$ cat config.mk
export PLATFORM = sky130hd
export DESIGN_NAME = emu_ram_top
export DESIGN_NICKNAME = d
export VERILOG_FILES = /design/src/emu_pkg.sv /design/src/emu_ctrl_regs.sv /design/src/emu_mem_backend.sv /design/src/emu_ram_top.sv /design/src/tick_channel.sv /design/src/tick_scheduler.sv
export VERILOG_INCLUDE_DIRS = /design/src
export SDC_FILE = /design/constraint.sdc
export NUM_CORES = 2
export LEC_CHECK = 0
export BUFFER_PORTS_ARGS = -buffer_cell sky130_fd_sc_hd__buf_2
export CAP_MARGIN = 20
export CORE_MARGIN = 2
export CORE_UTILIZATION = 56
export CTS_CLUSTER_SIZE = 25
export DETAILED_ROUTE_END_ITERATION = 10
export PLACE_DENSITY = 0.8
export SLEW_MARGIN = 5
export SYNTH_ARGS = -nofsm -noshare
export SYNTH_HDL_FRONTEND = slang
export SYNTH_SLANG_ARGS = --single-unit
$ cat constraint.sdc
create_clock -name host_clk -period 3.8 [get_ports host_clk]
set_input_delay 0.38 -clock host_clk [delete_from_list [all_inputs] [get_ports host_clk]]
set_output_delay 0.38 -clock host_clk [all_outputs]
set_load 0.02 [all_outputs]
$ cat src/emu_consts.svh
`ifndef EMU_CONSTS_SVH
`define EMU_CONSTS_SVH

// target memory geometry.
`define EMU_ADDR_W      6
`define EMU_DATA_W      32
`define EMU_MEM_DEPTH   64

// host cycles from command fire to read response.
`define EMU_RD_LAT      3

// tick counter and budget width.
`define EMU_CNT_W       16

// host register map.
`define EMU_REG_CTRL    2'd0
`define EMU_REG_LIMIT   2'd1
`define EMU_REG_COUNT   2'd2
`define EMU_REG_STATUS  2'd3

`endif

$ cat src/emu_pkg.sv
`include "emu_consts.svh"

package emu_pkg;

    // command kind presented by the target each step.
    typedef enum logic [1:0] {
        EMU_OP_NOP   = 2'd0,
        EMU_OP_READ  = 2'd1,
        EMU_OP_WRITE = 2'd2
    } emu_op_e;

    // one command token, 40 bits.
    typedef struct packed {
        emu_op_e                op;
        logic [`EMU_ADDR_W-1:0] addr;
        logic [`EMU_DATA_W-1:0] wdata;
    } emu_cmd_t;

    // one response token, valid only for reads.
    typedef struct packed {
        logic                   valid;
        logic [`EMU_DATA_W-1:0] rdata;
    } emu_rsp_t;

    typedef logic [1:0] emu_reg_addr_t;

endpackage

$ cat src/emu_ctrl_regs.sv
`timescale 1ns/1ps
`include "emu_consts.svh"

module emu_ctrl_regs (
    input  logic                   host_clk,
    input  logic                   tk_rst_fire,
    input  logic                   reg_wr,
    input  logic                   reg_rd,
    input  emu_pkg::emu_reg_addr_t reg_addr,
    input  logic [`EMU_DATA_W-1:0] reg_wdata,
    input  logic [`EMU_CNT_W-1:0]  tick_count,
    input  logic                   halted,
    input  logic                   idle,
    output logic                   run,
    output logic [`EMU_CNT_W-1:0]  tick_limit,
    output logic [`EMU_DATA_W-1:0] reg_rdata
);

    logic [`EMU_DATA_W-1:0] rd_mux;

    always_comb begin
        rd_mux = '0;
        case (reg_addr)
            `EMU_REG_CTRL:   rd_mux[0] = run;
            `EMU_REG_LIMIT:  rd_mux[`EMU_CNT_W-1:0] = tick_limit;
            `EMU_REG_COUNT:  rd_mux[`EMU_CNT_W-1:0] = tick_count;
            `EMU_REG_STATUS: rd_mux[1:0] = {halted, idle};
            default:         rd_mux = '0;
        endcase
    end

    // COUNT and STATUS ignore writes.
    always_ff @(posedge host_clk) begin
        if (tk_rst_fire) begin
            run        <= 1'b0;
            tick_limit <= '0;
        end else if (reg_wr) begin
            case (reg_addr)
                `EMU_REG_CTRL:  run <= reg_wdata[0];
                `EMU_REG_LIMIT: tick_limit <= reg_wdata[`EMU_CNT_W-1:0];
                default: begin
                end
            endcase
        end
    end

    always_ff @(posedge host_clk) begin
        if (tk_rst_fire) begin
            reg_rdata <= '0;
        end else if (reg_rd) begin
            reg_rdata <= rd_mux;   // held until the next read.
        end
    end

endmodule

$ cat src/emu_mem_backend.sv
`timescale 1ns/1ps
`include "emu_consts.svh"

module emu_mem_backend (
    input  logic              host_clk,
    input  logic              tk_rst_fire,
    input  logic              cmd_valid,
    input  emu_pkg::emu_cmd_t cmd,
    output logic              cmd_ready,
    output logic              rsp_valid,
    output emu_pkg::emu_rsp_t rsp,
    input  logic              rsp_ready,
    output logic              idle
);
    import emu_pkg::*;

    localparam int LAT_W = $clog2(`EMU_RD_LAT + 1);

    typedef enum logic [1:0] {
        ST_IDLE,
        ST_WAIT,
        ST_RESP
    } state_e;

    state_e                 state;
    logic [LAT_W-1:0]       lat_cnt;
    logic [LAT_W-1:0]       cmd_lat;
    emu_op_e                op_q;
    logic [`EMU_ADDR_W-1:0] addr_q;
    emu_rsp_t               rsp_q;
    logic [`EMU_DATA_W-1:0] mem [`EMU_MEM_DEPTH];
    logic                   cmd_fire;
    logic                   rsp_fire;
    logic                   wait_last;

    assign cmd_ready = (state == ST_IDLE);   // one command in flight at most.
    assign cmd_fire  = cmd_valid && cmd_ready;
    assign rsp_valid = (state == ST_RESP);
    assign rsp_fire  = rsp_valid && rsp_ready;
    assign rsp       = rsp_q;
    assign idle      = (state == ST_IDLE);
    assign wait_last = (state == ST_WAIT) && (lat_cnt == LAT_W'(1));

    assign cmd_lat = (cmd.op == EMU_OP_READ) ? LAT_W'(`EMU_RD_LAT) : LAT_W'(1);

    // storage starts out as all zeros and survives reset.
    initial begin
        for (int i = 0; i < `EMU_MEM_DEPTH; i++) begin
            mem[i] = '0;
        end
    end

    always_ff @(posedge host_clk) begin
        if (tk_rst_fire) begin
            state   <= ST_IDLE;
            lat_cnt <= '0;
        end else begin
            case (state)
                ST_IDLE: begin
                    if (cmd_fire) begin
                        lat_cnt <= cmd_lat - 1'b1;
                        state   <= (cmd_lat == LAT_W'(1)) ? ST_RESP : ST_WAIT;
                    end
                end
                ST_WAIT: begin
                    lat_cnt <= lat_cnt - 1'b1;
                    if (wait_last) begin
                        state <= ST_RESP;
                    end
                end
                ST_RESP: begin
                    if (rsp_fire) begin
                        state <= ST_IDLE;   // hand back to the next step.
                    end
                end
                default: state <= ST_IDLE;
            endcase
        end
    end

    always_ff @(posedge host_clk) begin
        if (cmd_fire) begin
            op_q   <= cmd.op;
            addr_q <= cmd.addr;
            if (cmd.op == EMU_OP_WRITE) begin
                mem[cmd.addr] <= cmd.wdata;
            end
        end
    end

    // response word is built on the way into ST_RESP.
    always_ff @(posedge host_clk) begin
        if (cmd_fire && cmd_lat == LAT_W'(1)) begin
            rsp_q.valid <= (cmd.op == EMU_OP_READ);
            rsp_q.rdata <= (cmd.op == EMU_OP_READ) ? mem[cmd.addr] : '0;
        end else if (wait_last) begin
            rsp_q.valid <= (op_q == EMU_OP_READ);
            rsp_q.rdata <= (op_q == EMU_OP_READ) ? mem[addr_q] : '0;
        end
    end

endmodule

$ cat src/emu_ram_top.sv
`timescale 1ns/1ps
`include "emu_consts.svh"

module emu_ram_top (
    input  logic                   host_clk,
    input  logic                   tk_rst_fire,
    input  logic                   reg_wr,
    input  logic                   reg_rd,
    input  emu_pkg::emu_reg_addr_t reg_addr,
    input  logic [`EMU_DATA_W-1:0] reg_wdata,
    output logic [`EMU_DATA_W-1:0] reg_rdata,
    input  emu_pkg::emu_op_e       tgt_cmd_op,
    input  logic [`EMU_ADDR_W-1:0] tgt_cmd_addr,
    input  logic [`EMU_DATA_W-1:0] tgt_cmd_wdata,
    output logic                   tgt_en,
    output logic                   tgt_rsp_valid,
    output logic [`EMU_DATA_W-1:0] tgt_rsp_rdata,
    output logic                   finishing,
    output logic                   idle
);
    import emu_pkg::*;

    logic                  run;
    logic [`EMU_CNT_W-1:0] tick_limit;
    logic [`EMU_CNT_W-1:0] tick_count;
    logic                  halted;
    logic                  run_active;
    logic                  tick;
    logic                  cmd_complete;
    logic                  rsp_complete;
    logic                  cmd_valid;
    logic                  cmd_ready;
    logic                  rsp_valid;
    logic                  rsp_ready;
    emu_cmd_t              tgt_cmd;
    emu_cmd_t              cmd_held;
    emu_rsp_t              rsp;
    emu_rsp_t              rsp_held;

    assign tgt_cmd       = '{op: tgt_cmd_op, addr: tgt_cmd_addr, wdata: tgt_cmd_wdata};
    assign tgt_en        = tick;
    assign tgt_rsp_valid = rsp_held.valid;
    assign tgt_rsp_rdata = rsp_held.rdata;

    emu_ctrl_regs regs_i (
        .host_clk    (host_clk),
        .tk_rst_fire (tk_rst_fire),
        .reg_wr      (reg_wr),
        .reg_rd      (reg_rd),
        .reg_addr    (reg_addr),
        .reg_wdata   (reg_wdata),
        .tick_count  (tick_count),
        .halted      (halted),
        .idle        (idle),
        .run         (run),
        .tick_limit  (tick_limit),
        .reg_rdata   (reg_rdata)
    );

    tick_scheduler sched_i (
        .host_clk     (host_clk),
        .tk_rst_fire  (tk_rst_fire),
        .run          (run),
        .tick_limit   (tick_limit),
        .cmd_complete (cmd_complete),
        .rsp_complete (rsp_complete),
        .run_active   (run_active),
        .tick         (tick),
        .finishing    (finishing),
        .tick_count   (tick_count),
        .halted       (halted)
    );

    // host side offers the command, backend accepts it.
    tick_channel #(.payload_t(emu_cmd_t)) cmd_chan (
        .host_clk     (host_clk),
        .tk_rst_fire  (tk_rst_fire),
        .run_active   (run_active),
        .tick         (tick),
        .peer         (cmd_ready),
        .in_payload   (tgt_cmd),
        .open         (cmd_valid),
        .fire         (),
        .done         (),
        .complete     (cmd_complete),
        .held_payload (cmd_held)
    );

    // backend offers the response, host side accepts it.
    tick_channel #(.payload_t(emu_rsp_t)) rsp_chan (
        .host_clk     (host_clk),
        .tk_rst_fire  (tk_rst_fire),
        .run_active   (run_active),
        .tick         (tick),
        .peer         (rsp_valid),
        .in_payload   (rsp),
        .open         (rsp_ready),
        .fire         (),
        .done         (),
        .complete     (rsp_complete),
        .held_payload (rsp_held)
    );

    emu_mem_backend backend_i (
        .host_clk    (host_clk),
        .tk_rst_fire (tk_rst_fire),
        .cmd_valid   (cmd_valid),
        .cmd         (cmd_held),
        .cmd_ready   (cmd_ready),
        .rsp_valid   (rsp_valid),
        .rsp         (rsp),
        .rsp_ready   (rsp_ready),
        .idle        (idle)
    );

endmodule

$ cat src/tick_channel.sv
`timescale 1ns/1ps

module tick_channel #(
    parameter type payload_t = logic
) (
    input  logic     host_clk,
    input  logic     tk_rst_fire,
    input  logic     run_active,
    input  logic     tick,
    input  logic     peer,
    input  payload_t in_payload,
    output logic     open,
    output logic     fire,
    output logic     done,
    output logic     complete,
    output payload_t held_payload
);

    payload_t held_q;

    assign open     = run_active && !done;  // closed once this step's token crossed.
    assign fire     = open && peer;
    assign complete = fire || done;

    // the token of this step is visible in the cycle it crosses.
    assign held_payload = fire ? in_payload : held_q;

    always_ff @(posedge host_clk) begin
        if (tk_rst_fire || tick) begin
            done <= 1'b0;
        end else if (fire) begin
            done <= 1'b1;
        end
    end

    always_ff @(posedge host_clk) begin
        if (fire) begin
            held_q <= in_payload;
        end
    end

endmodule

$ cat src/tick_scheduler.sv
`timescale 1ns/1ps
`include "emu_consts.svh"

module tick_scheduler (
    input  logic                  host_clk,
    input  logic                  tk_rst_fire,
    input  logic                  run,
    input  logic [`EMU_CNT_W-1:0] tick_limit,
    input  logic                  cmd_complete,
    input  logic                  rsp_complete,
    output logic                  run_active,
    output logic                  tick,
    output logic                  finishing,
    output logic [`EMU_CNT_W-1:0] tick_count,
    output logic                  halted
);

    logic limit_set;

    assign finishing = cmd_complete && rsp_complete;   // every channel crossed or done.

    // a zero budget means run without limit.
    assign limit_set = (tick_limit != '0);
    assign halted    = limit_set && (tick_limit == tick_count);

    assign run_active = run && !halted;
    assign tick       = run_active && finishing;     // single-cycle target enable.

    always_ff @(posedge host_clk) begin
        if (tk_rst_fire) begin
            tick_count <= '0;
        end else if (tick) begin
            tick_count <= tick_count + 1'b1;
        end
    end

endmodule
[Word level (Yosys, flattened, before mapping)]
Memories as Yosys holds them, arrays and structs flattened. A register that Yosys moved wholly into a read port is not among the register bits.
Index checks and enable logic that the tools add are counted.
Word-level totals
  register bits after elaboration: 169
  latch bits: 0
  RAM bits: 2048
  ROM bits: 0
  bits of input ports: 78
  word-level logic and storage cells: 81
  memories: 1
Operators by class
  $add $sub $neg: 3
  multiply operators: 0
  divide/modulo/power cells: 0
  order comparisons: 0
  eq/ne operators: 14
  shift-type cells: 0
  mux-type cells: 21
  bitwise operators: 0
  reductions and logical operators: 25
Memory list
  backend_i.mem: words 64, bits a word 32, read ports 2, clocked after Yosys merged registers in 1, wr ports 1, RTL line emu_mem_backend.sv:31  | logic [`EMU_DATA_W-1:0] mem [`EMU_MEM_DEPTH];
Operators by type and width (count)
  $mux 33: 3
  $mux 32: 2
  $mux 40: 1
  $pmux 14 s2: 1
  $add 16x1->16 const B: 1
  $eq 16x16->1: 1
  $reduce_bool 16->1: 1
  $eq 2x1->1 const B: 6
  $mux 2: 6
  $logic_and 1x1->1: 10
  $eq 2x2->1 const B: 4
  $mux 6: 1
  $pmux 2 s3: 1
  $reduce_and 2->1: 3
  $logic_not 2->1: 2
  $ne 2x2->1 const B: 2
  $pmux 1 s4: 1
  $pmux 2 s2: 1
  $reduce_bool 2->1: 2
  $sub 2x1->2 const B: 2
  $logic_not 1->1: 3
  $logic_or 1x1->1: 3
  $mux 1: 3
  $pmux 1 s3: 1
  other kinds (2): 2

[Longest topological paths before layout]
  word-level depth: 13
  depth in mapped cells: 10
  gate-level depth less buffers: 6

[Cells and area by module]
From an unflattened synthesis, not the netlist that was laid out.
Unflattened totals
  cells, all modules: 3945
  area total of the unflattened synthesis: 85712.2 um2
Modules (own cells, without submodules)
  emu_mem_backend: times used 1, cells an instance 3474, area an instance 80342.1 um2
  emu_ctrl_regs: times used 1, cells an instance 176, area an instance 1540.2 um2
  tick_channel at cmd_chan: times used 1, cells an instance 90, area an instance 1507.7 um2
  tick_channel at rsp_chan: times used 1, cells an instance 75, area an instance 1239.9 um2
  tick_scheduler: times used 1, cells an instance 130, area an instance 1082.3 um2

[Least setup slack after synthesis]
No wires, ideal clock.
  path kind: reg-to-reg
  start: reg regs_i.tick_limit[2]
  end: mem backend_i.mem[48][0] in the netlist's numbering, enable pin
  library setup time: 0.421 ns
  arrival time: 3.249 ns
  path slack: 0.129 ns
  stages on the path, launching flop included: 10
  buffers on the path: 3
  clock period less this slack: 3.671 ns
  cells stage by stage: dfxtp_1 > nor4_1 > nand4_1 > nand3_2 > o2111ai_2 > buf_6 > or4b_4 > buf_6 > buf_6 > nor2_1
On the way
  longest elaborated chain between the ends: 11
  elaborated cells between the ends (all ways): 12
  those cells by class: eq/ne: 2; mux: 4; reduce/logical: 6
RTL lines
  from (decl): RTL line emu_ctrl_regs.sv:15  | output logic [`EMU_CNT_W-1:0] tick_limit,
  from (signal assigned): RTL line emu_ctrl_regs.sv:40  | `EMU_REG_LIMIT: tick_limit <= reg_wdata[`EMU_CNT_W-1:0];
  $eq 16x16->1 or $reduce_bool 16->1 (tied branches): RTL line tick_scheduler.sv:24, tick_scheduler.sv:23
  $logic_and 1x1->1 (*): RTL line tick_scheduler.sv:24  | assign halted = limit_set && (tick_limit == tick_count);
  $logic_not 1->1 (*): RTL line tick_scheduler.sv:26  | assign run_active = run && !halted;
  $logic_and 1x1->1 (*): RTL line tick_scheduler.sv:26
  $logic_and 1x1->1 (*): RTL line tick_channel.sv:21  | assign open = run_active && !done;
  $logic_and 1x1->1 (*): RTL line emu_mem_backend.sv:37, tick_channel.sv:22
  $mux 40: RTL line tick_channel.sv:26  | assign held_payload = fire ? in_payload : held_q;
  $eq 2x2->1: RTL line emu_mem_backend.sv:85  | if (cmd.op == EMU_OP_WRITE) begin
  $mux 1: RTL line emu_mem_backend.sv:85
  $mux 1: RTL line emu_mem_backend.sv:82  | if (cmd_fire) begin
  $mux 1 (not written as such): RTL line emu_mem_backend.sv:86  | mem[cmd.addr] <= cmd.wdata;
  to (decl): RTL line emu_mem_backend.sv:31
Every way passes the cells marked *; elsewhere a longest branch is shown, timed or not.

[Worst setup path in the final report]
  start: reg regs_i.tick_limit[11]
  end: out tgt_rsp_rdata[1]
On the way
  longest elaborated chain between the ends: 7
  elaborated cells between the ends (all ways): 8
  those cells by class: eq/ne: 1; mux: 1; reduce/logical: 6
RTL lines
  $eq 16x16->1 or $reduce_bool 16->1 (tied branches): RTL line tick_scheduler.sv:24, tick_scheduler.sv:23
  $logic_and 1x1->1 (*): RTL line tick_scheduler.sv:24
  $logic_not 1->1 (*): RTL line tick_scheduler.sv:26
  $logic_and 1x1->1 (*): RTL line tick_scheduler.sv:26
  $logic_and 1x1->1 (*): RTL line tick_channel.sv:21
  $logic_and 1x1->1 (*): RTL line tick_channel.sv:22  | assign fire = open && peer;
  $mux 33 (*): RTL line tick_channel.sv:26
  to (decl): RTL line emu_ram_top.sv:17  | output logic [`EMU_DATA_W-1:0] tgt_rsp_rdata,
Marks and branches as above.

==> results_tabular.tex <==
\begin{tabular}{lr}
\hline
Metric & Value \\
\hline
\multicolumn{2}{l}{\textbf{Logic synthesis}} \\
\quad Synth Cell Area & $\sim$84000 um2 \\
\quad Most frequently used cell type in the post-synthesis netlist & sky130\_fd\_sc\_hd\_\_edfxtp\_1 \\
\quad Cells after Synth & a little under 4000 \\
\quad Commonest cells in the netlist & sky130\_fd\_sc\_hd\_\_edfxtp\_1, sky130\_fd\_sc\_hd\_\_mux4\_2, sky130\_fd\_sc\_hd\_\_a22oi\_1 \\
\quad Share of flip-flops with an asynchronous set or reset & 0\% \\
\quad Main flop type after synthesis & sky130\_fd\_sc\_hd\_\_edfxtp\_1 \\
\quad Cell types occupying the most area after synthesis & sky130\_fd\_sc\_hd\_\_edfxtp\_1, sky130\_fd\_sc\_hd\_\_mux4\_2, sky130\_fd\_sc\_hd\_\_dfxtp\_1, sky130\_fd\_sc\_hd\_\_a22oi\_1, sky130\_fd\_sc\_hd\_\_mux2\_2 \\
\quad Number of flip-flops and latches in the synthesized netlist & approximately 2200 \\
\quad Area share of the largest cell type after synthesis & between 70\% and 80\% \\
\quad Synth cell types & 63 \\
\quad Top cell type by total area after synthesis & sky130\_fd\_sc\_hd\_\_edfxtp\_1 \\
\quad Part of the Yosys area used for sequential elements & 77.6\% \\
\quad Syn avg cell area & approximately 22 um2 \\
\quad EDFF count, synth & 2089 \\
\quad Yosys warning count & 0 \\
\multicolumn{2}{l}{\textbf{Detailed routing}} \\
\quad Vias after detailed routing & between 40000 and 50000 \\
\quad Number of DRC markers in iteration 0 & about 7000 \\
\quad Number of routed nets with antenna violations & 0 \\
\quad Router iterations before antenna repair & 6 \\
\quad DRC Markers & 0 \\
\quad Average via count per standard cell & 6.84 \\
\quad Routed wire length & about 230000 um \\
\quad Mean routed wirelength per cell & approximately 35 um \\
\multicolumn{2}{l}{\textbf{Clock network}} \\
\quad CTS clock-pin slew for the worst setup and hold paths & 0.07 ns \\
\quad CTS tree & built \\
\quad Clock insertion delay at the later pin of the skew report & $\sim$0.84 ns \\
\quad Number of H-tree levels & 4 \\
\quad Longest Clk Path Bufs & 3 \\
\quad Post-CTS Setup Bufs & 0 \\
\quad Clock buffers created by TritonCTS & between 200 and 250 \\
\quad Clk sinks & 2223 \\
\quad Root buffer cell & sky130\_fd\_sc\_hd\_\_clkbuf\_16 \\
\multicolumn{2}{l}{\textbf{Cells and area}} \\
\quad Layout cell share with drive strength beyond 1 & a little under a third \\
\quad Fillcell total & about 9100 \\
\quad Signed area change from the synthesized netlist to the final layout & 14.9\% \\
\quad Number of nets in the layout & around 4300 \\
\multicolumn{2}{l}{\textbf{Global route}} \\
\quad Aggregate global routing overflow & 0 \\
\quad Pin count of the biggest net entering global routing & 71 \\
\quad Wire length of the first global-routing pass & 320000 um \\
\quad Number of antenna violations at the first check in global routing & 4 \\
\quad GRT Util Overall & about 30\% \\
\quad Number of global-route vias before repair & about 45000 \\
\multicolumn{2}{l}{\textbf{STA}} \\
\quad \# setup viols final & 0 \\
\quad Ratio of final minimum period to clock period & 97.5\% \\
\quad Worst slew margin & about a fifth \\
\quad Unrepaired setup endpoints after global routing & no \\
\quad Number of failing hold endpoints at the final stage & 1 \\
\quad Final TNS setup & 0 ns \\
\quad Pins Over Slew Limit & 0 \\
\quad Maximum clock frequency & around 270 MHz \\
\quad Transition time at the pin with the least slew margin & 1.20 ns \\
\quad Final critical-path required period & approximately 3.7 ns \\
\quad Setup skew after layout & 0.0307 ns \\
\quad Hold slack & -0.0194 ns \\
\multicolumn{2}{l}{\textbf{Critical path}} \\
\quad Setup slack of the most critical reg-to-reg path & roughly 0.37 ns \\
\quad Cells along the critical path & xor2\_1 -> nor4\_1 -> nand3\_2 -> buf\_4 -> o21ai\_4 -> or3\_4 -> buf\_12 -> mux2\_2 -> buf\_2 \\
\quad Maximum net fanout on the critical path & 16 \\
\quad Sort of element at the start of the critical path & flip-flop \\
\quad Worst r2r src & regs\_i.tick\_limit[5]\$\_SDFFE\_PP0P\_ \\
\quad Critical path data arrival time & around 3.3 ns \\
\quad Number of cells traversed by the worst register-to-register path & 8 \\
\quad Critical path start-end classification & flip-flop to primary output \\
\quad CP Buf/Inv Count & 3 \\
\quad Kind of cell with the highest combined delay on the critical path & simple AND/OR/NAND/NOR gates \\
\quad R2R Path End & backend\_i.mem[11][12]\$\_DFFE\_PP\_ \\
\quad Crit path capture type & primary output \\
\quad Required time at the worst-slack endpoint & roughly 3.4 ns \\
\quad CP max stage cell & sky130\_fd\_sc\_hd\_\_dfxtp\_1 \\
\quad Delay contributed by the slowest stage of the critical path & roughly 0.44 ns \\
\multicolumn{2}{l}{\textbf{Hold path}} \\
\quad Instance count along the most critical hold path & 2 \\
\quad Start point of the worst hold path & tgt\_cmd\_wdata[3] \\
\quad Class of the tightest hold or removal check & primary input to flip-flop \\
\quad Endpoint, Worst Hold & cmd\_chan.held\_q[3]\$\_DFF\_P\_ \\
\multicolumn{2}{l}{\textbf{Placement}} \\
\quad Last weighted congestion value of the routability-driven placer & 0.846 \\
\quad Half-perimeter wire length of the detailed placement result & 121000 um \\
\quad Buffers added on ports & between 100 and 150 \\
\multicolumn{2}{l}{\textbf{Job}} \\
\quad Max Cap Violations & 0 \\
\multicolumn{2}{l}{\textbf{Pwr}} \\
\quad Max rail drop VDD & 0.000707 V \\
\quad Power density normalized to cell area & just under 600 nW/um2 \\
\quad Overall power after layout & between 0.05 and 0.06 W \\
\quad Leakage dissipation & between 30 and 40 nW \\
\multicolumn{2}{l}{\textbf{Outcome}} \\
\quad Result of the run & complete, but fails checks \\
\quad Failing checks & hold timing \\
\multicolumn{2}{l}{\textbf{Floorplanning}} \\
\quad Die Ht & slightly below 400 um \\
\quad Initial Utilization & between 50\% and 60\% \\
\quad Core Region & between 100000 and 150000 um2 \\
\quad Die width & approximately 400 um \\
\quad Site row count & about 140 \\
\quad Num ports & $\sim$150 \\
\quad Full die area & about 150000 um2 \\
\hline
\end{tabular}
## worst reg2reg max path, stage by stage, from the launching register on
cell,delay [ns]
sky130_fd_sc_hd__dfxtp_1,0.35
sky130_fd_sc_hd__nor4_2,0.36
sky130_fd_sc_hd__nand4_1,0.16
sky130_fd_sc_hd__nand3_2,0.14
sky130_fd_sc_hd__o2111ai_4,0.22
sky130_fd_sc_hd__or2_2,0.41
sky130_fd_sc_hd__buf_12,0.17
sky130_fd_sc_hd__nor2_4,0.85
sky130_fd_sc_hd__buf_4,0.42
## stage by stage
step           hold WS [ns]  cells  utilization, %  setup WS, ns  area, um2
2_1_floorplan         0.446   3915               -         0.129      84300
3_5_place_dp          0.455   6022            59.7         0.411      89400
3_3_place_gp          0.446   6021            59.7         0.465      89300
6_report            -0.0194   6453            64.7        0.0938      96800
4_1_cts             0.00446   6431            64.4        0.0270      96400
5_1_grt             0.00105   6450            64.7       0.00181      96800
## kinds of logic (layout without fill, tap and decap cells)
group	count (synthesis)	in the layout	share of synthesized area, %
flops	2223	2223	77.6
mux	637	637	15.4
compound gates	406	406	3.24
simple gates	350	350	1.97
buf+inv	258	777	1.43
xor+xnor	18	18	0.187
fa+ha+maj	7	7	0.104
other cells	1	19	0.00445
## placed cells by master, fill, tap and decap left out, types with 12 or more instances in the layout
cell,n
sky130_fd_sc_hd__nor2_1,44
sky130_fd_sc_hd__a21oi_1,123
sky130_fd_sc_hd__dfxtp_1,127
sky130_fd_sc_hd__mux2i_1,32
sky130_fd_sc_hd__nor4_1,15
sky130_fd_sc_hd__buf_4,153
sky130_fd_sc_hd__buf_12,82
sky130_fd_sc_hd__nand3_1,31
sky130_fd_sc_hd__o21ai_0,35
sky130_fd_sc_hd__clkinv_1,32
sky130_fd_sc_hd__clkbuf_16,209
sky130_fd_sc_hd__mux2_2,82
sky130_fd_sc_hd__conb_1,16
sky130_fd_sc_hd__nor2_4,67
sky130_fd_sc_hd__bufinv_16,17
sky130_fd_sc_hd__inv_1,12
sky130_fd_sc_hd__mux4_2,522
sky130_fd_sc_hd__buf_2,113
sky130_fd_sc_hd__edfxtp_1,2089
sky130_fd_sc_hd__a22o_1,18
sky130_fd_sc_hd__nor2b_1,31
sky130_fd_sc_hd__clkbuf_8,18
sky130_fd_sc_hd__clkbuf_1,49
sky130_fd_sc_hd__clkinv_2,35
sky130_fd_sc_hd__nand4_1,15
sky130_fd_sc_hd__a22oi_1,155
sky130_fd_sc_hd__dlygate4sd3_1,26
sky130_fd_sc_hd__a221oi_1,25
sky130_fd_sc_hd__xor2_1,18
sky130_fd_sc_hd__nand2_1,94
## worst max path at each step
stage | depth (start not counted) | slack, ns | to | startpoint
after floorplan | 9 | 0.13 | backend_i.mem[48][0]$_DFFE_PP_ | regs_i.tick_limit[2]$_SDFFE_PP0P_
after global placement | 8 | 0.47 | backend_i.mem[3][26]$_DFFE_PP_ | regs_i.tick_limit[2]$_SDFFE_PP0P_
after detailed placement | 8 | 0.41 | backend_i.mem[3][26]$_DFFE_PP_ | regs_i.tick_limit[2]$_SDFFE_PP0P_
after CTS | 9 | 0.03 | tgt_rsp_valid | sched_i.tick_count[3]$_SDFFE_PP0P_
after global routing | 9 | 0.002 | tgt_rsp_rdata[1] | regs_i.tick_limit[11]$_SDFFE_PP0P_
final | 9 | 0.09 | tgt_rsp_rdata[1] | regs_i.tick_limit[11]$_SDFFE_PP0P_
## repair_timing
action	in CTS	in global routing
pin swaps	1	0
hold endpoints to repair	29	1
hold buffers	25	1
resized for setup	13	2
gates cloned	0	0
setup endpoints to repair	33	9
## per-layer routing
metal  global-route usage (%)  vias to the layer above  wire (um)
met2                     47.0                     3763     109000
met5                        0                        -         11
met1                     39.0                    22667      75000
li1                         -                    17064          -
met3                     7.03                      664      29400
met4                     14.7                        2      12200
## flip-flops by register name (all words and copies together), names as in the netlist, 6 cells and up, named ones only
register,count
backend_i.addr_q,6
backend_i.mem,2048
backend_i.rsp,33
cmd_chan.held_q,40
regs_i.reg_rdata,16
regs_i.tick_limit,16
rsp_chan.held_q,33
sched_i.tick_count,16
## power by group
part           leakage (nW)  total [W]  switching (W)  internal [W]
Sequential             19.9     0.0298      0.0000957        0.0297
Clock                  3.30     0.0207        0.00908        0.0116
Combinational          7.64    0.00528        0.00397       0.00130
Total                  30.8     0.0558         0.0132        0.0427
## cell type report
| cell class | count | area [um2] | area share (%) |
|---|---|---|---|
| clock inverter | 107 | 1070 | 1.10 |
| clock buffer | 277 | 5670 | 5.85 |
| tap | 2016 | 2520 | 2.61 |
| multi-input combinational | 1434 | 18300 | 18.9 |
| timing repair buffer | 380 | 3770 | 3.89 |
| antenna | 3 | 7.51 | 0.00775 |
| sequential | 2223 | 65400 | 67.6 |
| inverter | 13 | 48.8 | 0.0504 |
Power figures use the tool's default switching activity.
